===== config.mk =====
export PLATFORM = sky130hd
export DESIGN_NAME = mgmt_subsystem
export DESIGN_NICKNAME = d
export VERILOG_FILES = /design/src/mgmt_pkg.sv /design/src/mgmt_subsystem.sv /design/src/mgmt_register_file.sv /design/src/frontpanel_spi.sv /design/src/relay_sequencer.sv /design/src/fan_tachometer.sv /design/src/mgmt_bus_bridge.sv
export SDC_FILE = /design/constraint.sdc
export NUM_CORES = 1
export LEC_CHECK = 0
export ABC_AREA = 1
export BUFFER_PORTS_ARGS = -buffer_cell sky130_fd_sc_hd__buf_2
export CELL_PAD_IN_SITES_DETAIL_PLACEMENT = 0
export CELL_PAD_IN_SITES_GLOBAL_PLACEMENT = 1
export CORE_AREA = 2 2 141 170
export CTS_BUF_LIST = sky130_fd_sc_hd__clkbuf_4 sky130_fd_sc_hd__clkbuf_8
export DETAILED_ROUTE_END_ITERATION = 16
export DIE_AREA = 0 0 143 172
export PLACE_DENSITY = 0.85
export SLEW_MARGIN = 20
export SYNTH_ARGS = -nofsm -noshare
export SYNTH_HDL_FRONTEND = slang
export SYNTH_SLANG_ARGS = --single-unit

===== constraint.sdc =====
create_clock -name sys_clk -period 8.2 [get_ports sys_clk]
set_input_delay 0.82 -clock sys_clk [delete_from_list [all_inputs] [get_ports sys_clk]]
set_output_delay 0.82 -clock sys_clk [all_outputs]
set_load 0.005 [all_outputs]

===== src/mgmt_pkg.sv =====
package mgmt_pkg;

	////////////////////////////////////////
	// Sizing of the subsystem

	// Two fan tachometers on the chassis
	localparam int NUM_FANS = 2;

	// One mux select per trigger output
	localparam int NUM_TRIG_OUT = 12;

	// Tach counting window in sys_clk cycles
	localparam int TACH_WINDOW = 1000;
	localparam int TACH_WIN_W = $clog2(TACH_WINDOW);

	// SCK half period in sys_clk cycles
	localparam int SPI_HALF_DIV = 4;
	localparam int SPI_DIV_W = (SPI_HALF_DIV > 1) ? $clog2(SPI_HALF_DIV) : 1;

	// Index widths for the banked registers
	localparam int FAN_IDX_W = (NUM_FANS > 1) ? $clog2(NUM_FANS) : 1;
	localparam int MUX_IDX_W = $clog2(NUM_TRIG_OUT);

	// Fixed identification word
	localparam logic [15:0] MGMT_ID = 16'h5A17;

	////////////////////////////////////////
	// Register access types

	typedef enum logic {
		OP_READ  = 1'b0,
		OP_WRITE = 1'b1
	} reg_op_t;

	// Byte addresses of the register map
	typedef enum logic [7:0] {
		REG_ID          = 8'h00,
		REG_SCRATCH     = 8'h01,
		REG_FAN_BASE    = 8'h10,
		REG_MUXSEL_BASE = 8'h20,
		REG_RELAY_CTRL  = 8'h30,
		REG_RELAY_STAT  = 8'h31,
		REG_FRONT_DATA  = 8'h40,
		REG_FRONT_STAT  = 8'h41
	} reg_addr_t;

	// Host or bus command
	typedef struct packed {
		reg_op_t     op;
		logic [7:0]  addr;
		logic [15:0] wdata;
	} mgmt_req_t;

	// Response, zero for writes
	typedef struct packed {
		logic [15:0] rdata;
	} mgmt_rsp_t;

	// One trigger output mux select
	typedef logic [3:0] muxsel_t;

	// Relay move, laid out to match the control register bits
	typedef struct packed {
		logic [1:0] channel;
		logic       dir;
	} relay_cmd_t;

endpackage

===== src/mgmt_subsystem.sv =====
`timescale 1ns/1ps

module mgmt_subsystem import mgmt_pkg::*; (
	input wire                            sys_clk,
	input wire                            reset,

	// Host register port
	input wire                            host_req,
	input wire mgmt_req_t                 host_cmd,
	output wire                           host_ack,
	output mgmt_rsp_t                     host_rsp,

	// Fan tach pins
	input wire [NUM_FANS-1:0]             fan_tach,

	// Trigger crossbar selects
	output muxsel_t [NUM_TRIG_OUT-1:0]    muxsel,

	// Relay driver
	output wire                           relay_en,
	output wire                           relay_dir,
	output wire [1:0]                     relay_channel,
	input wire                            relay_done,

	// Front panel SPI
	output wire                           frontpanel_sck,
	output wire                           frontpanel_mosi,
	output wire                           frontpanel_cs_n
);

	// Internal register bus
	wire                      bus_strobe;
	mgmt_req_t                bus_cmd;
	wire                      rd_valid;
	mgmt_rsp_t                rd_rsp;

	// Peripheral links
	wire [NUM_FANS-1:0][15:0] tach_count;
	wire                      relay_start;
	relay_cmd_t               relay_cmd;
	wire                      relay_busy;
	wire                      front_start;
	wire [7:0]                front_data;
	wire                      front_busy;

	////////////////////////////////////////
	// Host bridge and register file

	mgmt_bus_bridge u_bridge (
		.sys_clk(sys_clk),
		.reset(reset),
		.host_req(host_req),
		.host_cmd(host_cmd),
		.host_ack(host_ack),
		.host_rsp(host_rsp),
		.bus_strobe(bus_strobe),
		.bus_cmd(bus_cmd),
		.rd_valid(rd_valid),
		.rd_rsp(rd_rsp)
	);

	mgmt_register_file u_regs (
		.sys_clk(sys_clk),
		.reset(reset),
		.bus_strobe(bus_strobe),
		.bus_cmd(bus_cmd),
		.rd_valid(rd_valid),
		.rd_rsp(rd_rsp),
		.tach_count(tach_count),
		.muxsel(muxsel),
		.relay_start(relay_start),
		.relay_cmd(relay_cmd),
		.relay_busy(relay_busy),
		.front_start(front_start),
		.front_data(front_data),
		.front_busy(front_busy)
	);

	////////////////////////////////////////
	// Peripherals

	// One tachometer per fan pin
	for (genvar i = 0; i < NUM_FANS; i++) begin : g_fan
		fan_tachometer u_tach (
			.sys_clk(sys_clk),
			.reset(reset),
			.tach(fan_tach[i]),
			.tach_count(tach_count[i])
		);
	end

	relay_sequencer u_relay (
		.sys_clk(sys_clk),
		.reset(reset),
		.relay_start(relay_start),
		.relay_cmd(relay_cmd),
		.relay_busy(relay_busy),
		.relay_en(relay_en),
		.relay_dir(relay_dir),
		.relay_channel(relay_channel),
		.relay_done(relay_done)
	);

	frontpanel_spi u_front (
		.sys_clk(sys_clk),
		.reset(reset),
		.front_start(front_start),
		.front_data(front_data),
		.front_busy(front_busy),
		.sck(frontpanel_sck),
		.mosi(frontpanel_mosi),
		.cs_n(frontpanel_cs_n)
	);

endmodule


===== src/mgmt_register_file.sv =====
`timescale 1ns/1ps

module mgmt_register_file import mgmt_pkg::*; (
	input wire                               sys_clk,
	input wire                               reset,

	// Internal register bus
	input wire                               bus_strobe,
	input wire mgmt_req_t                    bus_cmd,
	output logic                             rd_valid,
	output mgmt_rsp_t                        rd_rsp,

	// Fan tachometers
	input wire [NUM_FANS-1:0][15:0]          tach_count,

	// Trigger crossbar selects
	output muxsel_t [NUM_TRIG_OUT-1:0]       muxsel,

	// Relay sequencer
	output logic                             relay_start,
	output relay_cmd_t                       relay_cmd,
	input wire                               relay_busy,

	// Front panel shifter
	output logic                             front_start,
	output logic [7:0]                       front_data,
	input wire                               front_busy
);

	logic [15:0] scratch;
	logic [15:0] rd_next;
	logic [7:0]  fan_off;
	logic [7:0]  mux_off;
	logic        is_fan;
	logic        is_mux;
	logic        wr_en;
	logic        relay_go;
	logic        front_go;

	////////////////////////////////////////
	// Address decode

	// Offsets wrap below the base, so one compare covers the range
	assign fan_off = bus_cmd.addr - REG_FAN_BASE;
	assign mux_off = bus_cmd.addr - REG_MUXSEL_BASE;
	assign is_fan  = (fan_off < NUM_FANS);
	assign is_mux  = (mux_off < NUM_TRIG_OUT);

	assign wr_en = bus_strobe && (bus_cmd.op == OP_WRITE);

	// Starts are dropped while the target is still busy
	assign relay_go = wr_en && (bus_cmd.addr == REG_RELAY_CTRL) && !relay_busy;
	assign front_go = wr_en && (bus_cmd.addr == REG_FRONT_DATA) && !front_busy;

	// Read mux, anything unmapped reads as zero
	always_comb begin
		rd_next = 16'h0000;
		if (bus_cmd.op == OP_READ) begin
			case (bus_cmd.addr)
				REG_ID:         rd_next = MGMT_ID;
				REG_SCRATCH:    rd_next = scratch;
				REG_RELAY_STAT: rd_next = {15'd0, relay_busy};
				REG_FRONT_STAT: rd_next = {15'd0, front_busy};
				default: begin
					if (is_fan)
						rd_next = tach_count[fan_off[FAN_IDX_W-1:0]];
					else if (is_mux)
						rd_next = {12'd0, muxsel[mux_off[MUX_IDX_W-1:0]]};
				end
			endcase
		end
	end

	////////////////////////////////////////
	// Control registers

	always_ff @(posedge sys_clk) begin
		if (reset) begin
			scratch     <= 16'h0000;
			muxsel      <= '0;
			rd_valid    <= 1'b0;
			relay_start <= 1'b0;
			front_start <= 1'b0;
		end else begin
			// Answer every access, reads and writes alike
			rd_valid    <= bus_strobe;
			relay_start <= relay_go;
			front_start <= front_go;

			if (wr_en && (bus_cmd.addr == REG_SCRATCH))
				scratch <= bus_cmd.wdata;

			// Only the low nibble of a select is kept
			if (wr_en && is_mux)
				muxsel[mux_off[MUX_IDX_W-1:0]] <= bus_cmd.wdata[3:0];
		end
	end

	////////////////////////////////////////
	// Read data and start payloads

	always_ff @(posedge sys_clk) begin
		if (bus_strobe)
			rd_rsp.rdata <= rd_next;

		// Bit 0 is dir, bits 2:1 channel, same as the struct layout
		if (relay_go)
			relay_cmd <= relay_cmd_t'(bus_cmd.wdata[2:0]);

		if (front_go)
			front_data <= bus_cmd.wdata[7:0];
	end

endmodule


===== src/frontpanel_spi.sv =====
`timescale 1ns/1ps

module frontpanel_spi import mgmt_pkg::*; (
	input wire          sys_clk,
	input wire          reset,

	// Byte to send
	input wire          front_start,
	input wire [7:0]    front_data,
	output wire         front_busy,

	// SPI mode 0, transmit only
	output logic        sck,
	output wire         mosi,
	output logic        cs_n
);

	typedef enum logic [1:0] {
		IDLE,
		SHIFT,
		DONE
	} spi_state_t;

	spi_state_t           state;
	logic [SPI_DIV_W-1:0] div_cnt;
	logic [2:0]           bit_cnt;
	logic [7:0]           shift_reg;
	logic                 half_tick;

	assign front_busy = (state != IDLE);

	// MSB is always on the wire
	assign mosi = shift_reg[7];

	// End of one SCK half period
	assign half_tick = (div_cnt == SPI_DIV_W'(SPI_HALF_DIV - 1));

	////////////////////////////////////////
	// Shifter FSM

	always_ff @(posedge sys_clk) begin
		if (reset) begin
			state     <= IDLE;
			sck       <= 1'b0;
			cs_n      <= 1'b1;
			div_cnt   <= '0;
			bit_cnt   <= 3'd0;
			shift_reg <= 8'h00;
		end else begin
			case (state)
				// Load the byte and select the panel
				IDLE: begin
					if (front_start) begin
						shift_reg <= front_data;
						cs_n      <= 1'b0;
						sck       <= 1'b0;
						div_cnt   <= '0;
						bit_cnt   <= 3'd0;
						state     <= SHIFT;
					end
				end

				SHIFT: begin
					if (half_tick) begin
						div_cnt <= '0;
						sck     <= ~sck;

						// Falling edge moves the next bit onto mosi
						if (sck) begin
							shift_reg <= {shift_reg[6:0], 1'b0};
							bit_cnt   <= bit_cnt + 3'd1;
							if (bit_cnt == 3'd7)
								state <= DONE;
						end
					end else begin
						div_cnt <= div_cnt + 1'b1;
					end
				end

				// Deselect after the eighth falling edge
				DONE: begin
					cs_n  <= 1'b1;
					state <= IDLE;
				end

				default:
					state <= IDLE;
			endcase
		end
	end

endmodule


===== src/relay_sequencer.sv =====
`timescale 1ns/1ps

module relay_sequencer import mgmt_pkg::*; (
	input wire              sys_clk,
	input wire              reset,

	// Command from the register file
	input wire              relay_start,
	input wire relay_cmd_t  relay_cmd,
	output wire             relay_busy,

	// Relay driver, four-phase en/done
	output logic            relay_en,
	output logic            relay_dir,
	output logic [1:0]      relay_channel,
	input wire              relay_done
);

	typedef enum logic [1:0] {
		IDLE,
		ASSERT,
		RELEASE
	} relay_state_t;

	relay_state_t state;

	// Busy for the whole exchange, including the done release
	assign relay_busy = (state != IDLE);

	////////////////////////////////////////
	// Four-phase move FSM

	always_ff @(posedge sys_clk) begin
		if (reset) begin
			state         <= IDLE;
			relay_en      <= 1'b0;
			relay_dir     <= 1'b0;
			relay_channel <= 2'b00;
		end else begin
			case (state)
				// Latch the move, channel and dir stay put until the next start
				IDLE: begin
					if (relay_start) begin
						relay_channel <= relay_cmd.channel;
						relay_dir     <= relay_cmd.dir;
						relay_en      <= 1'b1;
						state         <= ASSERT;
					end
				end

				// Driver finished the move
				ASSERT: begin
					if (relay_done) begin
						relay_en <= 1'b0;
						state    <= RELEASE;
					end
				end

				// Wait for the driver to drop done
				RELEASE: begin
					if (!relay_done)
						state <= IDLE;
				end

				default:
					state <= IDLE;
			endcase
		end
	end

endmodule


===== src/fan_tachometer.sv =====
`timescale 1ns/1ps

module fan_tachometer import mgmt_pkg::*; (
	input wire          sys_clk,
	input wire          reset,

	// Raw tach pin
	input wire          tach,

	// Edges seen in the last full window
	output logic [15:0] tach_count
);

	logic [1:0]            tach_sync;
	logic                  tach_prev;
	logic                  tach_rise;
	logic [TACH_WIN_W-1:0] win_cnt;
	logic [15:0]           edge_cnt;
	logic [15:0]           edge_next;
	logic                  win_end;

	////////////////////////////////////////
	// Pin synchronizer and edge detect

	always_ff @(posedge sys_clk) begin
		if (reset) begin
			tach_sync <= 2'b00;
			tach_prev <= 1'b0;
		end else begin
			tach_sync <= {tach_sync[0], tach};
			tach_prev <= tach_sync[1];
		end
	end

	assign tach_rise = tach_sync[1] & ~tach_prev;

	// Saturate rather than wrap on a very fast fan
	assign edge_next = (tach_rise && (edge_cnt != 16'hFFFF)) ? edge_cnt + 16'd1 : edge_cnt;

	// Last cycle of the counting window
	assign win_end = (win_cnt == TACH_WIN_W'(TACH_WINDOW - 1));

	////////////////////////////////////////
	// Window counter and result latch

	always_ff @(posedge sys_clk) begin
		if (reset) begin
			win_cnt    <= '0;
			edge_cnt   <= '0;
			tach_count <= '0;
		end else if (win_end) begin
			// Edge in the final cycle still counts toward this window
			win_cnt    <= '0;
			edge_cnt   <= '0;
			tach_count <= edge_next;
		end else begin
			win_cnt  <= win_cnt + 1'b1;
			edge_cnt <= edge_next;
		end
	end

endmodule


===== src/mgmt_bus_bridge.sv =====
`timescale 1ns/1ps

module mgmt_bus_bridge import mgmt_pkg::*; (
	input wire              sys_clk,
	input wire              reset,

	// Host side, four-phase req/ack
	input wire              host_req,
	input wire mgmt_req_t   host_cmd,
	output logic            host_ack,
	output mgmt_rsp_t       host_rsp,

	// Internal register bus
	output logic            bus_strobe,
	output mgmt_req_t       bus_cmd,
	input wire              rd_valid,
	input wire mgmt_rsp_t   rd_rsp
);

	typedef enum logic [2:0] {
		IDLE,
		ISSUE,
		WAIT_DATA,
		ACK,
		RELEASE
	} bridge_state_t;

	bridge_state_t state;

	////////////////////////////////////////
	// Handshake FSM

	always_ff @(posedge sys_clk) begin
		if (reset) begin
			state      <= IDLE;
			host_ack   <= 1'b0;
			host_rsp   <= '0;
			bus_strobe <= 1'b0;
		end else begin
			// Strobe is a single cycle pulse
			bus_strobe <= 1'b0;

			case (state)
				// Wait for a new request, ack is already low here
				IDLE: begin
					if (host_req)
						state <= ISSUE;
				end

				// Exactly one strobe per transaction
				ISSUE: begin
					bus_strobe <= 1'b1;
					state      <= WAIT_DATA;
				end

				// Register file answers one cycle after the strobe
				WAIT_DATA: begin
					if (rd_valid) begin
						host_rsp <= rd_rsp;
						host_ack <= 1'b1;
						state    <= ACK;
					end
				end

				// Hold ack for as long as the host keeps req up
				ACK: begin
					if (!host_req) begin
						host_ack <= 1'b0;
						state    <= RELEASE;
					end
				end

				// One guard cycle before the next request
				RELEASE:
					state <= IDLE;

				default:
					state <= IDLE;
			endcase
		end
	end

	// Command is captured once, host keeps it stable anyway
	always_ff @(posedge sys_clk) begin
		if ((state == IDLE) && host_req)
			bus_cmd <= host_cmd;
	end

endmodule


=== Word-level counts from Yosys, hierarchy flattened ===
Cells that the tools add are included.

* Add/subtract/negate cells: 8
* Magnitude comparators: 5
* Equal/unequal tests: 28
* Mux-type cells: 47
* Bitwise logic cells: 5
* Reductions and logical operators: 36

{| class="wikitable"
|+ Operators by type and width
! operator !! number
|-
| $mux 16 || 5
|-
| $pmux 16 s4 || 1
|-
| $bwmux 48 || 1
|-
| $add 16x1->16 const B || 2
|-
| $ne 16x16->1 const B || 2
|-
| $mux 8 || 3
|-
| $add 10x1->10 const B || 2
|-
| $eq 10x10->1 const B || 2
|-
| $mux 2 || 9
|-
| $mux 3 || 6
|-
| $bmux 4 s4 || 1
|-
| $demux 4 s4 || 1
|-
| $eq 8x6->1 const B || 2
|-
| $eq 8x7->1 const B || 2
|-
| $pmux 8 s2 || 1
|-
| $reduce_and 3->1 || 5
|-
| $mux 4 || 3
|-
| $ne 2x2->1 const B || 6
|-
| $pmux 3 s4 || 1
|-
| $reduce_bool 2->1 || 6
|-
| $logic_and 1x1->1 || 11
|-
| $eq 8x1->1 const B || 1
|-
| $logic_not 8->1 || 1
|-
| $lt 8x2->1 const B || 1
|-
| other kinds (27) || 54
|}

* Flip-flop bits (word level): 253
* Bits of input ports: 31
* Logic and storage cells: 176

=== Logic depth before layout (Yosys ltp) ===
* Depth after elaboration: 6
* Depth in mapped cells: 11
* Gate-level depth less buffers: 11

=== Hierarchy ===
A second synthesis with hierarchy kept.

* Cell total of the unflattened synthesis: 1556
* Area, all modules: 11584.9 µm²

{| class="wikitable"
|+ Modules (own cells, without submodules)
! module !! times used !! cells an instance !! area an instance (µm²) !! seq. area each (µm²)
|-
| mgmt_register_file || 1 || 659 || 4688.2 || 2152.1
|-
| fan_tachometer || 2 || 304 || 2058.2 || 900.9
|-
| mgmt_bus_bridge || 1 || 128 || 1626.6 || 1171.1
|-
| frontpanel_spi || 1 || 130 || 905.9 || 340.3
|-
| relay_sequencer || 1 || 31 || 247.7 || 120.1
|}

=== Least setup slack after synthesis ===
No wires, ideal clock.

* Kind: input to register
* Start point: input host_req
* End point: register u_bridge.bus_cmd[0] (netlist name)
* Arrival: 3.273 ns
* Data required time: 7.729 ns
* Setup slack: 4.456 ns
* Cell stages on the path: 2
* Path through: inv_1 > nor4_1

* Longest elaborated chain between the ends: 1

{| class="wikitable"
|+ Ends and longest elaborated chain
! what !! line !! source
|-
| start: declaration || mgmt_subsystem.sv:8 || <nowiki>input wire host_req,</nowiki>
|-
| $logic_and 1x1->1 || mgmt_bus_bridge.sv:85 || <nowiki>if ((state == IDLE) && host_req)</nowiki>
|}

No other way between the ends.
A chain may end at the register's enable or synchronous reset.

=== Worst setup path in the final report ===
* Start point: input reset
* End point: register g_fan[1].u_tach.win_cnt[5]

* Longest elaborated chain between the ends: 1

{| class="wikitable"
|+ Ends and longest elaborated chain
! what !! line !! source
|-
| start: declaration || mgmt_subsystem.sv:5 || <nowiki>input wire reset,</nowiki>
|-
| $reduce_or 2->1 (no source line) || n/a ||
|-
| end signal: assignment || fan_tachometer.sv:57 || <nowiki>win_cnt <= win_cnt + 1'b1;</nowiki>
|-
| end: declaration || fan_tachometer.sv:17 || <nowiki>logic [TACH_WIN_W-1:0] win_cnt;</nowiki>
|}

No other way between the ends.

==> results.py <==
metrics = {
    "clocking": {
        "cts_num_sinks": 253,
        "cts_tree": "built",
        "cts_root_buf": "clkbuf_8",
        "clk_latency_ns": 0.56,
        "h-tree-depth": 2,
        "cts_made_buffers": 41,
        "clockBufferDepth": 3,
        "hold_buffers": 0,
        "path_clk_slew_ns": 0.06,
        "cts.repair.resized": 0,
        "cts_setup_buffers": 0,
    },
    "power_and_ir_drop": {
        "swShare_pct": 26.8,
        "p_int_mw": 2.03,
        "p_seq_share_pct": 50.8,
        "vdd_drop_max_mv": 0.144,
        "switching_power_mw": 0.742,
        "combPwrFrac_pct": 8.9,
        "p_per_area_mw_per_mm2": 220,
        "power_leakage_nw": 5.42,
        "clockPowerShare_pct": 40.3,
    },
    "finish": {
        "final_cell_count_no_fill": 1922,
        "area_growth_pct": 13.9,
        "nets": 1615,
        "top_register": "u_regs.muxsel",
        "antenna_cells": 0,
        "largest_reg_flops": 48,
        "final_cell_mix": "452 x nand2_1, 201 x dfxtp_1, 195 x nor2_1, 124 x a21oi_1, 109 x inv_1",
        "drive_gt1_share_pct": 14.6,
        "reg_top3": "u_regs.muxsel: 48 flops, g_fan.u_tach.edge_cnt: 32 flops, g_fan.u_tach.tach_count: 32 flops",
        "final_common_cell": "nand2_1",
    },
    "run": {
        "max-cap-violations": 0,
    },
    "drt": {
        "finalWirelength_um": 27900,
        "ant_nets": 0,
        "routedWlPerCell_um": 14.5,
        "drc": 0,
        "vias": 9685,
        "drt_first_pass_iters": 5,
        "vias_per_cell": 5.04,
        "drtIter0Drc": 523,
    },
    "timing": {
        "finalCriticalPeriod_ns": 2.99,
        "finalSetupViolCount": 0,
        "fin_tns_setup_ns": 0,
        "finalHoldViolations": 0,
        "worst_pin_slew_ns": 1.05,
        "fin_crit_sh_pct": 36.4,
        "clock-skew-final_ns": 0.0250,
        "slew_headroom_pct": 29.4,
        "rsz0062_at_grt": "no",
        "drv_slew": 0,
        "max_freq_mhz": 335,
    },
    "critical_path": {
        "cp.required_ns": 8.63,
        "rr_startpoint": "u_bridge.bus_cmd[16]$_DFFE_PP_",
        "r2r_end": "u_regs.front_data[5]$_DFFE_PP_",
        "cp_max_fo": 43,
        "critical_path_class": "in2reg",
        "cp_data_arrival_time_ns": 3.42,
        "rrSetupSlack_ns": 5.30,
        "rr_worst_depth": 5,
        "crit_path_start_kind": "input pin",
        "critPathCaptureType": "flip-flop",
    },
    "floorplan": {
        "fp.dieH_um": 172,
        "start_util_pct": 48.2,
        "dieArea_mm2": 0.0246,
        "fp.dieW_um": 143,
        "ios": 103,
        "core.rowCount": 61,
        "fp.coreArea_mm2": 0.0230,
    },
    "synthesis": {
        "ys.warnings.count": 0,
        "yosysUniqueCellTypes": 37,
        "synth_nets": 1516,
        "seq_area_frac_synth_pct": 50.5,
        "ys_ff_latch": 253,
        "synth_cells": 1476,
        "netlist_area_mm2": 0.0111,
        "syn_avg_cell_area_um2": 7.50,
    },
    "min_path": {
        "hold_class": "reg2reg",
        "hp-start": "g_fan[0].u_tach.tach_sync[0]$_SDFF_PP0_",
        "min_path_cells": 2,
        "hold_end": "g_fan[0].u_tach.tach_sync[1]$_SDFF_PP0_",
    },
    "global_route": {
        "grt_pass1_vias": 9135,
        "grt-ovfl-total": 0,
        "antenna_found_initial": 0,
        "grt_usage_pct": 22.9,
        "grt_max_degree": 52,
        "grt_pass1_wl_um": 45000,
    },
    "placed_design": {
        "gp_congestion": 0.854,
        "dp_cells": 1847,
        "hpwl_um": 19500,
        "io_buffers": 102,
    },
    "run_status": {
        "status": "completed",
    },
}
## worst max-delay path, stage by stage
cell	delay, ns
buf_2	0.07
buf_4	0.34
clkinv_1	0.33
buf_4	0.35
nand2_1	0.75
inv_1	0.47
o21ai_0	0.19
a21oi_1	0.05
## per-stage QoR
stage	power [mW]	area, um2	setup slack (ns)	hold WS [ns]	util [%]
floorplan	1.59	11100	4.46	0.388	-
global route	2.89	12600	4.89	0.409	54.9
finish	2.77	12600	5.21	0.405	54.9
global placement	1.68	11800	4.64	0.394	51.2
CTS	2.80	12600	5.21	0.407	54.9
detailed placement	1.68	11800	4.62	0.397	51.2
## cells by family after synthesis
| kind of cell | count (synthesis) | share of synthesized area, % |
|---|---|---|
| xor+xnor | 14 | 1.11 |
| fa+ha+maj | 9 | 1.02 |
| simple gates | 822 | 31.0 |
| flops | 253 | 50.5 |
| compound gates | 208 | 9.97 |
| buf+inv | 170 | 6.41 |
## cell type report
cell class,count,area [um2]
fill,2239,10400
timing repair buffer,109,563
sequential,253,5590
tap,315,394
clock inverter,12,86.3
clock buffer,63,754
inverter,117,442
multi-input combinational,1053,4780
## metal layers
metal	track usage, %	part of all wire, %	up-vias
met4	9.21	3.4	0
met5	0	0	-
met2	40.6	50	236
met3	3.77	4.7	71
li1	-	-	4969
met1	27.7	42	4409
## power groups by stage
stage / combinational (mW) / sequential (mW) / clock, mW
floorplan: 0.193 / 1.39 / 0
global placement: 0.245 / 1.43 / 0
detailed placement: 0.248 / 1.44 / 0
CTS: 0.249 / 1.41 / 1.14
global route: 0.277 / 1.41 / 1.20
finish: 0.247 / 1.41 / 1.12
## how the worst max path moves through the flow
stage | cells past startpoint | slack (ns) | start | to
floorplan | 2 | 4.46 | host_req | u_bridge.bus_cmd[0]$_DFFE_PP_
global placement | 8 | 4.64 | reset | g_fan[1].u_tach.win_cnt[5]$_SDFF_PP0_
detailed placement | 8 | 4.62 | reset | g_fan[1].u_tach.win_cnt[5]$_SDFF_PP0_
CTS | 8 | 5.21 | reset | g_fan[1].u_tach.win_cnt[5]$_SDFF_PP0_
global route | 8 | 4.89 | reset | g_fan[1].u_tach.win_cnt[5]$_SDFF_PP0_
finish | 8 | 5.21 | reset | g_fan[1].u_tach.win_cnt[5]$_SDFF_PP0_
## cells in the mapped netlist
cell	n	area share (%)
a21oi_1	124	5.6
nor2_4	5	0.51
o21ai_4	1	0.15
buf_1	4	0.14
o21ai_0	60	2.7
nor2_2	7	0.40
clkbuf_1	24	0.81
edfxtp_1	52	14
nand4_2	1	0.11
nand2_2	19	1.1
o21ai_1	3	0.14
nor4_1	3	0.17
o21bai_1	2	0.14
nand3b_1	2	0.14
buf_2	16	0.72
ha_1	9	1.0
o2111ai_1	1	0.079
xnor2_1	5	0.40
xor2_1	9	0.71
nor3b_1	2	0.14
nand2_1	452	15
nand4_1	16	0.90
buf_6	4	0.41
o21ai_2	1	0.079
or2_2	17	0.96
inv_1	109	3.7
a22oi_1	2	0.14
clkinv_1	3	0.10
a31oi_1	1	0.057
inv_2	4	0.14
o211ai_1	13	0.88
dfxtp_1	201	36
nand3_1	84	3.8
buf_4	5	0.34
nor3_1	19	0.86
nor2_1	195	6.6
inv_4	1	0.057
Note: power is estimated with default switching activity, not from simulation.
